--- config.mk ---
export PLATFORM = sky130hd
export DESIGN_NAME = LoadStoreUnit
export DESIGN_NICKNAME = d
export VERILOG_FILES = /design/src/DCachePkg.sv /design/src/LsuPkg.sv /design/src/LineReplacer.sv /design/src/LoadAligner.sv /design/src/LoadStoreController.sv /design/src/LoadStoreUnit.sv /design/src/StoreMerger.sv /design/src/SyncRam.sv
export SDC_FILE = /design/constraint.sdc
export NUM_CORES = 2
export LEC_CHECK = 0
export BUFFER_PORTS_ARGS = -buffer_cell sky130_fd_sc_hd__buf_2
export CORE_MARGIN = 8
export CORE_UTILIZATION = 55
export CTS_BUF_LIST = sky130_fd_sc_hd__clkbuf_4 sky130_fd_sc_hd__clkbuf_8
export DETAILED_ROUTE_END_ITERATION = 16
export GPL_ROUTABILITY_DRIVEN = 0
export GPL_TIMING_DRIVEN = 0
export PLACE_DENSITY_LB_ADDON = 0.15
export SKIP_LAST_GASP = 1
export SYNTH_ARGS = -nofsm -noshare
export SYNTH_HDL_FRONTEND = slang
export SYNTH_HIERARCHICAL = 1
export SYNTH_SLANG_ARGS = --single-unit
--- constraint.sdc ---
create_clock -name clk -period 11.55 [get_ports clk]
set_input_delay 1.7325 -clock clk [delete_from_list [all_inputs] [get_ports clk]]
set_output_delay 1.7325 -clock clk [all_outputs]
set_load 0.03 [all_outputs]
--- src/DCachePkg.sv ---
/*
 * Data cache geometry and array types.
 * Direct-mapped, 16 lines of 8 bytes over a 16-bit physical address.
 */
package DCachePkg;
    localparam int PADDR_WIDTH = 16;
    localparam int LINE_SIZE = 8;
    localparam int LINE_WIDTH = LINE_SIZE * 8;
    localparam int INDEX_WIDTH = 4;
    localparam int OFFSET_WIDTH = $clog2(LINE_SIZE);
    localparam int TAG_WIDTH = PADDR_WIDTH - INDEX_WIDTH - OFFSET_WIDTH;
    localparam int MEM_ADDR_WIDTH = PADDR_WIDTH - OFFSET_WIDTH;

    typedef logic [PADDR_WIDTH-1:0] Paddr;
    typedef logic [TAG_WIDTH-1:0] CacheTag;
    typedef logic [INDEX_WIDTH-1:0] CacheIndex;
    typedef logic [OFFSET_WIDTH-1:0] LineOffset;
    typedef logic [LINE_WIDTH-1:0] CacheLine;
    typedef logic [LINE_SIZE-1:0] WriteMask;
    typedef logic [MEM_ADDR_WIDTH-1:0] MemAddr;

    typedef struct packed {
        logic valid;
        CacheTag tag;
    } TagEntry;

    typedef enum logic [1:0] {
        ReplaceCommand_None = 2'h0,
        ReplaceCommand_Refill = 2'h1,
        ReplaceCommand_WriteThrough = 2'h2,
        ReplaceCommand_Invalidate = 2'h3
    } ReplaceCommand;
endpackage

--- src/LsuPkg.sv ---
/*
 * Load/store unit request types.
 * Commands, access sizes and atomic operations seen by the requester,
 * plus the data word width.
 */
package LsuPkg;
    localparam int WORD_WIDTH = 32;

    typedef logic [WORD_WIDTH-1:0] Word;

    typedef enum logic [1:0] {
        LsuCommand_Load = 2'h0,
        LsuCommand_Store = 2'h1,
        LsuCommand_AtomicMemOp = 2'h2,
        LsuCommand_Invalidate = 2'h3
    } LsuCommand;

    typedef enum logic [2:0] {
        AccessSize_Byte = 3'h0,
        AccessSize_HalfWord = 3'h1,
        AccessSize_Word = 3'h2,
        AccessSize_UnsignedByte = 3'h3,
        AccessSize_UnsignedHalfWord = 3'h4
    } AccessSize;

    typedef enum logic [3:0] {
        AtomicOp_Swap = 4'h0,
        AtomicOp_Add = 4'h1,
        AtomicOp_Xor = 4'h2,
        AtomicOp_And = 4'h3,
        AtomicOp_Or = 4'h4,
        AtomicOp_Min = 4'h5,
        AtomicOp_Max = 4'h6,
        AtomicOp_Minu = 4'h7,
        AtomicOp_Maxu = 4'h8
    } AtomicOp;
endpackage

--- src/LineReplacer.sv ---
/*
 * Cache line replacer.
 * Refills a line from memory, writes a line through to memory, or
 * sweeps the tag array invalid, over the request/grant memory port.
 */
`timescale 1ns/1ps

module LineReplacer
    import DCachePkg::*;
(
    input logic clk,
    input logic rst,
    input ReplaceCommand replaceCommand,
    input MemAddr lineAddr,
    output CacheIndex arrayIndex,
    output logic arrayWriteEnable,
    output logic arrayWriteValid,
    output CacheLine arrayWriteData,
    input CacheLine arrayReadData,
    output MemAddr memAddr,
    output logic memReadReq,
    input logic memReadGrant,
    input CacheLine memReadValue,
    output logic memWriteReq,
    input logic memWriteGrant,
    output CacheLine memWriteValue,
    output logic replaceDone
);
    typedef enum logic [2:0] {
        State_Idle,
        State_MemRead,
        State_ArrayWrite,
        State_ArrayRead,
        State_MemWrite,
        State_Sweep
    } State;

    State state;
    CacheIndex sweepIndex;
    CacheLine lineBuffer;

    always_ff @(posedge clk) begin
        if (rst) begin
            state <= State_Idle;
            sweepIndex <= '0;
        end
        else begin
            unique case (state)
                State_Idle: begin
                    unique case (replaceCommand)
                        ReplaceCommand_Refill:       state <= State_MemRead;
                        ReplaceCommand_WriteThrough: state <= State_ArrayRead;
                        ReplaceCommand_Invalidate:   state <= State_Sweep;
                        default:                     state <= State_Idle;
                    endcase
                end
                State_MemRead:    state <= memReadGrant ? State_ArrayWrite : State_MemRead;
                State_ArrayRead:  state <= State_MemWrite;
                State_MemWrite:   state <= memWriteGrant ? State_Idle : State_MemWrite;
                State_Sweep: begin
                    // Index wraps back to zero on the last entry
                    sweepIndex <= sweepIndex + 1'b1;
                    state <= (sweepIndex == '1) ? State_Idle : State_Sweep;
                end
                default:          state <= State_Idle;
            endcase
        end
    end

    always_ff @(posedge clk) begin
        if (state == State_MemRead && memReadGrant) begin
            lineBuffer <= memReadValue;
        end
    end

    always_comb begin
        arrayIndex = (state == State_Sweep) ? sweepIndex : lineAddr[INDEX_WIDTH-1:0];
        arrayWriteEnable = (state == State_ArrayWrite) || (state == State_Sweep);
        arrayWriteValid = (state == State_ArrayWrite);
        arrayWriteData = lineBuffer;

        memAddr = lineAddr;
        memReadReq = (state == State_MemRead);
        memWriteReq = (state == State_MemWrite);
        // Data array keeps reading the same line while the write waits
        memWriteValue = arrayReadData;

        replaceDone = (state == State_ArrayWrite) ||
            (state == State_MemWrite && memWriteGrant) ||
            (state == State_Sweep && sweepIndex == '1);
    end
endmodule

--- src/LoadAligner.sv ---
/*
 * Load data aligner.
 * Picks the accessed bytes out of a cache line and sign or zero
 * extends them to a full word according to the access size.
 */
`timescale 1ns/1ps

module LoadAligner
    import LsuPkg::*, DCachePkg::*;
(
    input CacheLine line,
    input LineOffset offset,
    input AccessSize accessSize,
    output Word value
);
    CacheLine shifted;

    always_comb begin
        shifted = line >> {offset, 3'b000};

        unique case (accessSize)
            AccessSize_Byte: begin
                value = {{(WORD_WIDTH - 8){shifted[7]}}, shifted[7:0]};
            end
            AccessSize_HalfWord: begin
                value = {{(WORD_WIDTH - 16){shifted[15]}}, shifted[15:0]};
            end
            AccessSize_UnsignedByte: begin
                value = {{(WORD_WIDTH - 8){1'b0}}, shifted[7:0]};
            end
            AccessSize_UnsignedHalfWord: begin
                value = {{(WORD_WIDTH - 16){1'b0}}, shifted[15:0]};
            end
            default: begin
                // Full word
                value = shifted[WORD_WIDTH-1:0];
            end
        endcase
    end
endmodule

--- src/LoadStoreController.sv ---
/*
 * Load/store controller.
 * Main FSM of the unit: latches the request, checks the tag for a hit,
 * steers the tag and data arrays between its own accesses and the
 * line replacer, and produces done and result.
 */
`timescale 1ns/1ps

module LoadStoreController
    import LsuPkg::*, DCachePkg::*;
(
    input logic clk,
    input logic rst,
    input logic enable,
    input LsuCommand command,
    input AccessSize accessSize,
    input Paddr addr,
    input Word storeValue,
    output logic done,
    output Word result,
    output LineOffset reqOffset,
    output AccessSize reqAccessSize,
    output Word reqStoreValue,
    output CacheIndex tagIndex,
    output logic tagWriteEnable,
    output TagEntry tagWriteValue,
    input TagEntry tagReadValue,
    output CacheIndex dataIndex,
    output WriteMask dataWriteMask,
    output CacheLine dataWriteData,
    input CacheLine mergedData,
    input WriteMask mergedMask,
    input Word alignedValue,
    output ReplaceCommand replaceCommand,
    output MemAddr lineAddr,
    input CacheIndex arrayIndex,
    input logic arrayWriteEnable,
    input logic arrayWriteValid,
    input CacheLine arrayWriteData,
    input logic replaceDone
);
    typedef enum logic [2:0] {
        State_Idle,
        State_Load,
        State_Store,
        State_Refill,
        State_WriteThrough,
        State_Invalidate
    } State;

    State state;
    State nextState;
    Paddr regAddr;
    LsuCommand regCommand;
    Word oldWord;
    CacheIndex reqIndex;
    CacheTag reqTag;
    logic hit;
    logic replacerOwnsArrays;

    always_comb begin
        reqIndex = regAddr[OFFSET_WIDTH +: INDEX_WIDTH];
        reqTag = regAddr[PADDR_WIDTH-1 -: TAG_WIDTH];
        hit = tagReadValue.valid && (tagReadValue.tag == reqTag);
        lineAddr = regAddr[PADDR_WIDTH-1:OFFSET_WIDTH];
        reqOffset = regAddr[OFFSET_WIDTH-1:0];
    end

    always_comb begin
        unique case (state)
            State_Idle: begin
                if (!enable) begin
                    nextState = State_Idle;
                end
                else if (command == LsuCommand_Store) begin
                    nextState = State_Store;
                end
                else if (command == LsuCommand_Invalidate) begin
                    nextState = State_Invalidate;
                end
                else begin
                    // Loads and atomics read first
                    nextState = State_Load;
                end
            end
            State_Load: begin
                if (!hit) begin
                    nextState = State_Refill;
                end
                else begin
                    nextState = (regCommand == LsuCommand_AtomicMemOp) ? State_Store : State_Idle;
                end
            end
            State_Store:  nextState = hit ? State_WriteThrough : State_Refill;
            default:      nextState = replaceDone ? State_Idle : state;
        endcase
    end

    always_ff @(posedge clk) begin
        if (rst) begin
            state <= State_Idle;
        end
        else begin
            state <= nextState;
        end
    end

    always_ff @(posedge clk) begin
        if (state == State_Idle) begin
            regAddr <= addr;
            regCommand <= command;
            reqAccessSize <= accessSize;
            reqStoreValue <= storeValue;
        end
        if (state == State_Load) begin
            oldWord <= alignedValue;
        end
    end

    always_comb begin
        unique case (state)
            State_Refill:       replaceCommand = ReplaceCommand_Refill;
            State_WriteThrough: replaceCommand = ReplaceCommand_WriteThrough;
            State_Invalidate:   replaceCommand = ReplaceCommand_Invalidate;
            default:            replaceCommand = ReplaceCommand_None;
        endcase
    end

    always_comb begin
        replacerOwnsArrays = (state == State_Refill) || (state == State_Invalidate);

        // Idle looks up the incoming address so the read is ready next cycle
        tagIndex = (state == State_Idle) ? addr[OFFSET_WIDTH +: INDEX_WIDTH] : reqIndex;
        tagWriteEnable = 1'b0;
        tagWriteValue.valid = arrayWriteValid;
        tagWriteValue.tag = reqTag;
        if (replacerOwnsArrays) begin
            tagIndex = arrayIndex;
            tagWriteEnable = arrayWriteEnable;
        end

        dataIndex = tagIndex;
        dataWriteMask = '0;
        dataWriteData = mergedData;
        if (replacerOwnsArrays) begin
            dataWriteData = arrayWriteData;
            dataWriteMask = (state == State_Refill && arrayWriteEnable) ? '1 : '0;
        end
        else if (state == State_Store && hit) begin
            dataWriteMask = mergedMask;
        end
    end

    always_comb begin
        done = (state == State_Load && hit && regCommand == LsuCommand_Load) ||
            ((state == State_WriteThrough || state == State_Invalidate) && replaceDone);

        unique case (regCommand)
            LsuCommand_Load:        result = alignedValue;
            LsuCommand_AtomicMemOp: result = oldWord;
            default:                result = '0;
        endcase
    end
endmodule

--- src/LoadStoreUnit.sv ---
/*
 * Data cache load/store unit.
 * Direct-mapped write-through cache with one tag RAM and eight byte-wide
 * data banks, a controller, a line replacer on the memory port, and the
 * load aligner and store merger helpers.
 */
`timescale 1ns/1ps

module LoadStoreUnit
    import LsuPkg::*, DCachePkg::*;
(
    input logic clk,
    input logic rst,
    input logic enable,
    input LsuCommand command,
    input AccessSize accessSize,
    input AtomicOp atomicOp,
    input Paddr addr,
    input Word storeValue,
    output logic done,
    output Word result,
    output MemAddr memAddr,
    output logic memReadReq,
    input logic memReadGrant,
    input CacheLine memReadValue,
    output logic memWriteReq,
    input logic memWriteGrant,
    output CacheLine memWriteValue
);
    LineOffset reqOffset;
    AccessSize reqAccessSize;
    Word reqStoreValue;
    Word alignedValue;
    CacheLine mergedData;
    WriteMask mergedMask;

    CacheIndex tagIndex;
    logic tagWriteEnable;
    TagEntry tagWriteValue;
    TagEntry tagReadValue;

    CacheIndex dataIndex;
    WriteMask dataWriteMask;
    CacheLine dataWriteData;
    CacheLine dataReadData;

    ReplaceCommand replaceCommand;
    MemAddr lineAddr;
    CacheIndex arrayIndex;
    logic arrayWriteEnable;
    logic arrayWriteValid;
    CacheLine arrayWriteData;
    logic replaceDone;

    LoadStoreController controller (
        .clk, .rst, .enable, .command, .accessSize, .addr, .storeValue,
        .done, .result, .reqOffset, .reqAccessSize, .reqStoreValue,
        .tagIndex, .tagWriteEnable, .tagWriteValue, .tagReadValue,
        .dataIndex, .dataWriteMask, .dataWriteData,
        .mergedData, .mergedMask, .alignedValue,
        .replaceCommand, .lineAddr, .arrayIndex, .arrayWriteEnable,
        .arrayWriteValid, .arrayWriteData, .replaceDone
    );

    LineReplacer replacer (
        .clk, .rst, .replaceCommand, .lineAddr, .arrayIndex, .arrayWriteEnable,
        .arrayWriteValid, .arrayWriteData, .arrayReadData(dataReadData),
        .memAddr, .memReadReq, .memReadGrant, .memReadValue,
        .memWriteReq, .memWriteGrant, .memWriteValue, .replaceDone
    );

    LoadAligner aligner (
        .line(dataReadData), .offset(reqOffset), .accessSize(reqAccessSize), .value(alignedValue)
    );

    StoreMerger merger (
        .command, .atomicOp, .accessSize(reqAccessSize), .offset(reqOffset),
        .storeValue(reqStoreValue), .memValue(alignedValue),
        .writeData(mergedData), .writeMask(mergedMask)
    );

    SyncRam #(.Payload(TagEntry), .DEPTH_WIDTH(INDEX_WIDTH)) tagRam (
        .clk, .rst, .index(tagIndex), .writeEnable(tagWriteEnable),
        .writeValue(tagWriteValue), .readValue(tagReadValue)
    );

    // One bank per byte lane, each written by its mask bit
    for (genvar i = 0; i < LINE_SIZE; i++) begin : gDataBank
        SyncRam #(.Payload(logic [7:0]), .DEPTH_WIDTH(INDEX_WIDTH)) dataBank (
            .clk, .rst, .index(dataIndex), .writeEnable(dataWriteMask[i]),
            .writeValue(dataWriteData[8*i +: 8]), .readValue(dataReadData[8*i +: 8])
        );
    end
endmodule

--- src/StoreMerger.sv ---
/*
 * Store data merger.
 * Runs the atomic ALU for read-modify-write commands, places the
 * store value into its byte lanes and builds the byte write mask.
 */
`timescale 1ns/1ps

module StoreMerger
    import LsuPkg::*, DCachePkg::*;
(
    input LsuCommand command,
    input AtomicOp atomicOp,
    input AccessSize accessSize,
    input LineOffset offset,
    input Word storeValue,
    input Word memValue,
    output CacheLine writeData,
    output WriteMask writeMask
);
    Word aluValue;
    Word placeValue;
    WriteMask sizeMask;

    always_comb begin
        unique case (atomicOp)
            AtomicOp_Add:  aluValue = storeValue + memValue;
            AtomicOp_Xor:  aluValue = storeValue ^ memValue;
            AtomicOp_And:  aluValue = storeValue & memValue;
            AtomicOp_Or:   aluValue = storeValue | memValue;
            AtomicOp_Min:  aluValue = ($signed(storeValue) < $signed(memValue)) ? storeValue : memValue;
            AtomicOp_Max:  aluValue = ($signed(storeValue) > $signed(memValue)) ? storeValue : memValue;
            AtomicOp_Minu: aluValue = (storeValue < memValue) ? storeValue : memValue;
            AtomicOp_Maxu: aluValue = (storeValue > memValue) ? storeValue : memValue;
            default:       aluValue = storeValue;
        endcase

        placeValue = (command == LsuCommand_AtomicMemOp) ? aluValue : storeValue;
        writeData = CacheLine'(placeValue) << {offset, 3'b000};

        if (accessSize inside {AccessSize_Byte, AccessSize_UnsignedByte}) begin
            sizeMask = 8'b0000_0001;
        end
        else if (accessSize inside {AccessSize_HalfWord, AccessSize_UnsignedHalfWord}) begin
            sizeMask = 8'b0000_0011;
        end
        else begin
            sizeMask = 8'b0000_1111;
        end

        writeMask = sizeMask << offset;
    end
endmodule

--- src/SyncRam.sv ---
/*
 * Single-port RAM with registered read.
 * While reset is high, entries are cleared one per cycle, so a reset
 * lasting at least the depth in cycles leaves every entry zero.
 */
`timescale 1ns/1ps

module SyncRam #(
    parameter type Payload = logic [7:0],
    parameter int DEPTH_WIDTH = 4
) (
    input logic clk,
    input logic rst,
    input logic [DEPTH_WIDTH-1:0] index,
    input logic writeEnable,
    input Payload writeValue,
    output Payload readValue
);
    Payload entries [0:(2**DEPTH_WIDTH)-1];
    logic [DEPTH_WIDTH-1:0] clearIndex;

    always_ff @(posedge clk) begin
        if (rst) begin
            // Counter wraps, so any start point covers every entry
            entries[clearIndex] <= '0;
            clearIndex <= clearIndex + 1'b1;
        end
        else begin
            if (writeEnable) begin
                entries[index] <= writeValue;
            end
            clearIndex <= '0;
        end
        readValue <= entries[index];
    end
endmodule

* After elaboration in Yosys (flattened, before gate mapping)
Memory sizes are Yosys's and may differ from the RTL's. A register that Yosys moved wholly into a read port is not among the register bits.
Cells that the tools add are included.
W data, S select, Z words.
** Cells by class
- Bitwise gates (word level) :: 3
- Eq/ne operators :: 30
- Mux-type cells :: 88
- Reductions and logical operators :: 31
- Multipliers :: 0
- Add/sub/neg operators :: 11
- Order comparisons :: 4
- Divide/modulo/power cells :: 0
- Shift-type cells :: 3
** Operator list (count)
- $pmux W32 S8 :: 1
- $mux W32 :: 5
- $pmux W32 S4 :: 1
- $mux W8 :: 12
- $gt A32 B32 Y1 :: 2
- $lt A32 B32 Y1 :: 2
- $mux W64 :: 1
- $pmux W32 S2 :: 1
- $reduce_or A8 Y1 :: 8
- $shl A32 B6 Y64 :: 1
- $shr A64 B6 Y32 :: 1
- $mux W4 :: 13
- $add A4 B1 Y4 const B :: 10
- $mux W1 :: 39
- $add A32 B32 Y32 :: 1
- $and A32 B32 Y32 :: 1
- $or A32 B32 Y32 :: 1
- $xor A32 B32 Y32 :: 1
- $mux W3 :: 8
- $pmux W3 S3 :: 2
- $eq A4 B3 Y1 const B :: 4
- $eq A3 B2 Y1 const B :: 5
- $eq A3 B3 Y1 const B :: 5
- $pmux W3 S5 :: 1
- 18 further kinds :: 44
** Storage, ports and cells
- Memory bits (read-only) :: 0
- Memories kept :: 9
- Bits in latches :: 0
- Output and inout port bits :: 112
- RAM bits :: 1184
- Register bits :: 195
** Memories
- tagRam.entries :: depth 16, width 10, read ports 1, clocked after memory_dff 1, wr ports 1, RTL line SyncRam.sv:19 : Payload entries [0:(2**DEPTH_WIDTH)-1];
- gDataBank[0].dataBank.entries :: depth 16, width 8, read ports 1, clocked after memory_dff 1, wr ports 1, RTL line SyncRam.sv:19
- gDataBank[1].dataBank.entries :: depth 16, width 8, read ports 1, clocked after memory_dff 1, wr ports 1, RTL line SyncRam.sv:19
- gDataBank[2].dataBank.entries :: depth 16, width 8, read ports 1, clocked after memory_dff 1, wr ports 1, RTL line SyncRam.sv:19
- gDataBank[3].dataBank.entries :: depth 16, width 8, read ports 1, clocked after memory_dff 1, wr ports 1, RTL line SyncRam.sv:19
- gDataBank[4].dataBank.entries :: depth 16, width 8, read ports 1, clocked after memory_dff 1, wr ports 1, RTL line SyncRam.sv:19
- +3 memories

* Logic depth before layout (Yosys ltp)
- Depth in word-level cells :: 12
- Gate-level depth with buffers :: 25

* By module
The synthesis kept the hierarchy.
** Modules (own cells, without submodules)
- SyncRam at gDataBank[3].dataBank ... :: instances 5, cells an instance 275, seq. area each 4083.9 µm², area each 5455.2 µm²
- SyncRam at gDataBank[1].dataBank ... :: instances 2, cells an instance 290, seq. area each 4083.9 µm², area each 5529.1 µm²
- StoreMerger :: instances 1, cells an instance 1017, seq. area each 0.0 µm², area each 6877.8 µm²
- SyncRam at tagRam :: instances 1, cells an instance 354, seq. area each 5084.9 µm², area each 6785.3 µm²
- SyncRam at gDataBank[0].dataBank :: instances 1, cells an instance 278, seq. area each 4083.9 µm², area each 5475.3 µm²
- LoadStoreController :: instances 1, cells an instance 320, seq. area each 2612.5 µm², area each 4486.8 µm²
- LineReplacer :: instances 1, cells an instance 194, seq. area each 2062.0 µm², area each 2950.3 µm²
- LoadAligner :: instances 1, cells an instance 155, seq. area each 0.0 µm², area each 1640.3 µm²

* Worst setup path before layout
OpenSTA, ideal clock, no wires.
- Kind :: input port to flip-flop
- From :: in memReadGrant
- To :: reg replacer.lineBuffer[0], in the netlist replacer/arrayWriteData[0] (enable)
- Setup slack :: 4837 ps
- Setup time :: 565 ps
- Stages on the path :: 2
- Data arrival time :: 6148 ps
- Path through :: nand2_1 nor3_1
** On the way
- Cells in the longest elaborated chain, start to end :: 1
** RTL lines
- start: declaration :: RTL line LoadStoreUnit.sv:24 : input logic memReadGrant,
- $logic_and A1 B1 Y1 :: RTL line LineReplacer.sv:71 : if (state == State_MemRead && memReadGrant) begin
- end signal: assignment :: RTL line LineReplacer.sv:72 : lineBuffer <= memReadValue;
- end: declaration :: RTL line LineReplacer.sv:40 : CacheLine lineBuffer;
No other way between the ends.
A chain may end at the register's enable or synchronous reset.

* Worst setup path after layout
- From :: reg controller.regAddr[2]
- To :: mem gDataBank[6].dataBank/entries[8][3] (netlist name) (data pin)
** On the way
- Cells in the longest elaborated chain, start to end :: 9
- Elaborated cells between the ends (all ways) :: 26
- Those cells by class :: add/sub (1); order compare (4); shift (3); mux (14); bitwise (3); reduce/logical (1)
** RTL lines
- start: declaration :: RTL line LoadStoreController.sv:53 : Paddr regAddr;
- start signal: assignment :: RTL line LoadStoreController.sv:110 : regAddr <= addr;
- $shr A64 B6 Y32 (*) :: RTL line LoadAligner.sv:19 : shifted = line >> {offset, 3'b000};
- $pmux W32 S4 (*) :: RTL line LoadAligner.sv:21 : unique case (accessSize)
- named net alignedValue[16] :: RTL line LoadStoreUnit.sv:33 : Word alignedValue;
- $gt A32 B32 Y1 (tied with other cells) :: RTL line StoreMerger.sv:33 : AtomicOp_Maxu: aluValue = (storeValue > memValue) ? storeValue : memValue;
- $mux W32, on equally long branches
- $pmux W32 S8 (*) :: RTL line StoreMerger.sv:25 : unique case (atomicOp)
- $mux W32 (*) :: RTL line StoreMerger.sv:37 : placeValue = (command == LsuCommand_AtomicMemOp) ? aluValue : storeValue;
- $shl A32 B6 Y64 (*) :: RTL line StoreMerger.sv:38 : writeData = CacheLine'(placeValue) << {offset, 3'b000};
- named net mergedData[51] :: RTL line LoadStoreUnit.sv:34 : CacheLine mergedData;
- $mux W64 (*) :: RTL line LoadStoreController.sv:145 : if (replacerOwnsArrays) begin
- named net dataWriteData[51] :: RTL line LoadStoreUnit.sv:44 : CacheLine dataWriteData;
- $mux W8 (no source line) (*)
- end: declaration :: RTL line SyncRam.sv:19
Mark *: on every way through the listed nets, which the timed path passes. The rest lies on a longest branch.

==> run summary <==
final slew viol count: 0
failing checks: capacitance limit
worst-path fanout max: 16
TritonCTS clock tree: done
drt pass-1 iters: 7
ranking of synthesized cells by area: edfxtp_1 (60%), mux4_2 (8.2%), dfxtp_1 (3.6%)
DRC Markers: 0
most frequent cells in the layout: edfxtp_1 (1333), nor2_1 (316), buf_2 (308)
origin of the worst setup path: controller/regAddr[2]$_DFFE_PP_
DR top layer: met5
Setup WS post-layout: 2710 ps
maximum VDD drop: 0.171 mV
final design area excluding fillers: 74900 sq um
cell row count: 127
routed wl met2: 86400 um
post-layout minimum cycle time: 8840 ps
setup slack, reg-to-reg: 2710 ps
Synth async-reset ratio: 0%
Peak Freq: 113 MHz
number of global-route vias before repair: 40.3k
GRT Total Usage: 28.0%
Setup crit end: gDataBank[6].dataBank/entries[8][3]$_DFFE_PP_
Yosys warnings: 6
clk_skew: 64.8 ps
ys flop type: edfxtp_1
Max-cap violations: 1
Starting Density: 55.5%
grt ovf: 0
worst path bufs/invs: 5
commonest non-fill, non-tap cell in the layout: edfxtp_1
Layout Area Growth over Synthesis: 12.6%
Final Hold Fails: 0
drt via density: 6.31
first-pass GRT wire length: 271000 um
# IOs: 238
reg2reg start: controller/regAddr[2]$_DFFE_PP_
Least-Margin Pin Slew: 1470 ps
share of layout cells above drive strength 1: 27.4%
Critical Path AT: 9470 ps
status: complete, but fails checks
DRT iter0 DRCs: 4912
hold crit path type: flop to flop
Avg WL per Cell: 28.8 um
# Post-CTS Setup Buffers: 0
initial antenna violation count: 15
Synth Net Count: 4506
number of synthesized flops with an enable pin: 1333
Worst slew margin: 1.71%
CTS Buf Count: 222
DR vias: 41.4k
slowest stage delay, CP: 1160 ps
Reg clk slew, reported paths: 60 ps
setup TNS: 0 ps
clock root buffer: clkbuf_8
final setup vio count: 0
# H-tree levels: 4
total wire length: 189000 um
core area: 120000 sq um
# clock sinks: 1453
DR WL met3: 19200 um
Synth area leader: edfxtp_1
Die Y: 364 um
Cell Area, Synth: 66600 sq um
startpoint type of the worst setup path: flop
Netlist cell types: 115
Filler cells: 8867
FF-to-FF path depth: 20
Post-Synthesis Cells: 4273
worst reg2reg endpoint: gDataBank[6].dataBank/entries[8][3]$_DFFE_PP_
Lkg Pwr: 24.6 nW
die footprint: 132000 sq um
WS Path Type: flop to flop
delay-heaviest family, CP: simple AND/OR/NAND/NOR gates
power per standard cell area: 260 nW/um^2
Worst Setup End Kind: flop
Antenna Violating Nets Remaining: 0
cts repair resizes: 0
worst-path cell chain: buf_2, buf_1, mux4_2, a22oi_1, o21ai_1, inv_1, ha_1, buf_2, nor4_1, nand4_1, inv_1, o31a_1, nor3_4, nor3_1, a221oi_1, o211ai_1, mux2i_1, o21ai_0, mux2_2, and2_1
Nets: 4982
Hold Buf Count CTS: 0
largest net degree at the start of global routing: 34
clock latency at the later pin of the worst-skew pair: 970 ps
RSZ-0062 raised after global routing: no
Stages on worst setup path: 20
HP Start: replacer/sweepIndex[3]$_SDFFE_PP0P_
Post-Place Worst Slack: 3460 ps
post-detail-place hpwl: 136000 um
met1 WL: 73000 um
register bit total from synthesis: 1453
top-area cell type share of the netlist area: 60.1%
I/O Buffers: 236
sequential area share after synthesis: 63.8%
die width: 364 um
syn avg cell area: 15.6 sq um
slowest stage cell, crit path: nor3_1
post-place instance area: 70100 sq um
period utilization: 76.6%
Required @ worst endpoint: 12170 ps
Clock Tree Buf Depth: 3
-- sequential cells by signal, summed over array words and instances, names as in the netlist --
name	flops
controller/regCommand	2
replacer/state	3
gDataBank.dataBank/readValue	64
controller/regAddr	16
tagRam/readValue	10
gDataBank.dataBank/entries	1024
replacer/sweepIndex	4
controller/reqStoreValue	32
tagRam/entries	160
controller/reqAccessSize	3
replacer/arrayWriteData	64
controller/state	3
gDataBank.dataBank/clearIndex	32
tagRam/clearIndex	4
controller/oldWord	32
-- layer usage --
layer  global-route usage, %  vias to the layer above
met1                    37.5                    20800
met3                    7.01                      486
met5                       0                        -
met2                    43.0                     2337
met4                    13.6                        2
li1                        -                    17800
-- worst register-to-register path, cell delays in order, from the launching register on --
cell and delay (ps):
edfxtp_1 400, buf_2 330, buf_1 650, mux4_2 370, a22oi_1 90, o21ai_1 690
inv_1 220, ha_1 320, buf_2 190, nor4_1 510, nand4_1 380, inv_1 200
o31a_1 350, nor3_4 120, nor3_1 1160, a221oi_1 200, o211ai_1 580, mux2i_1 280
o21ai_0 650, mux2_2 280, and2_1 540
-- worst min path at each step --
stage          depth (start not counted)  slack (ps)                                        endpoint
3_5_place_dp                           1         500  gDataBank[1].dataBank/clearIndex[0]$_SDFF_PN0_
6_report                               2         510             replacer/sweepIndex[3]$_SDFFE_PP0P_
3_3_place_gp                           2         490             replacer/sweepIndex[3]$_SDFFE_PP0P_
4_1_cts                                2         510             replacer/sweepIndex[3]$_SDFFE_PP0P_
5_1_grt                                2         560             replacer/sweepIndex[3]$_SDFFE_PP0P_
2_1_floorplan                          2         460             replacer/sweepIndex[3]$_SDFFE_PP0P_
-- kinds of logic (layout without fill, tap and decap cells) --
kind of cell / Yosys count / after routing / synth area share [%]
muxes: 627 / 627 / 15.2
buffers and inverters: 460 / 1134 / 4.01
AOI/OAI and AO/OA: 741 / 741 / 7.89
DFF: 1453 / 1453 / 63.8
and+or+nand+nor: 834 / 834 / 6.48
xor gates and xnor gates: 51 / 51 / 0.671
adders and majority gates: 107 / 107 / 2.02
other: 0 / 8 / 0
-- power breakdown --
part	switching, mW	internal (mW)
clock	2.04	2.46
sequential	0.455	6.09
combinational	5.18	3.23
total	7.67	11.8
-- through the flow --
step	utilization (%)	instances	hold slack (ps)	total power [mW]
3_3_place_gp	58.1	6121	490	14.7
3_5_place_dp	58.4	6137	505	14.9
4_1_cts	62.4	6559	514	19.4
6_report	62.4	6567	507	19.5
2_1_floorplan	-	4273	458	12.2
5_1_grt	62.4	6564	560	20.2
-- Yosys cell counts, types with 23 or more instances --
cell type / n
a211oi_1: 48
a21o_1: 25
a21oi_1: 147
a22oi_1: 51
a31oi_1: 43
and2_1: 162
buf_2: 72
buf_4: 118
buf_6: 37
clkbuf_1: 97
dfxtp_1: 120
edfxtp_1: 1333
ha_1: 106
inv_1: 111
mux2_1: 28
mux2_2: 172
mux2i_1: 150
mux4_1: 33
mux4_2: 241
nand2_1: 102
nand3_1: 30
nor2_1: 316
nor2b_1: 52
nor3_1: 27
nor3b_1: 24
o21ai_0: 91
o221ai_1: 33
o22ai_1: 70
xnor2_1: 28
xor2_1: 23
-- final cells by class --
| cell class | instances | area [sq um] | area share [%] |
|---|---|---|---|
| repair buffers | 252 | 1460 | 1.95 |
| clock inverters | 117 | 1000 | 1.34 |
| well taps | 1612 | 2020 | 2.69 |
| diodes | 8 | 20.0 | 0.0267 |
| inverters | 115 | 432 | 0.576 |
| clock buffers | 305 | 3800 | 5.08 |
| plain buffers | 345 | 2240 | 2.99 |
| flip-flops and latches | 1453 | 42400 | 56.6 |
| multi-input cells | 2360 | 21500 | 28.7 |
Power figures use the tool's default switching activity.
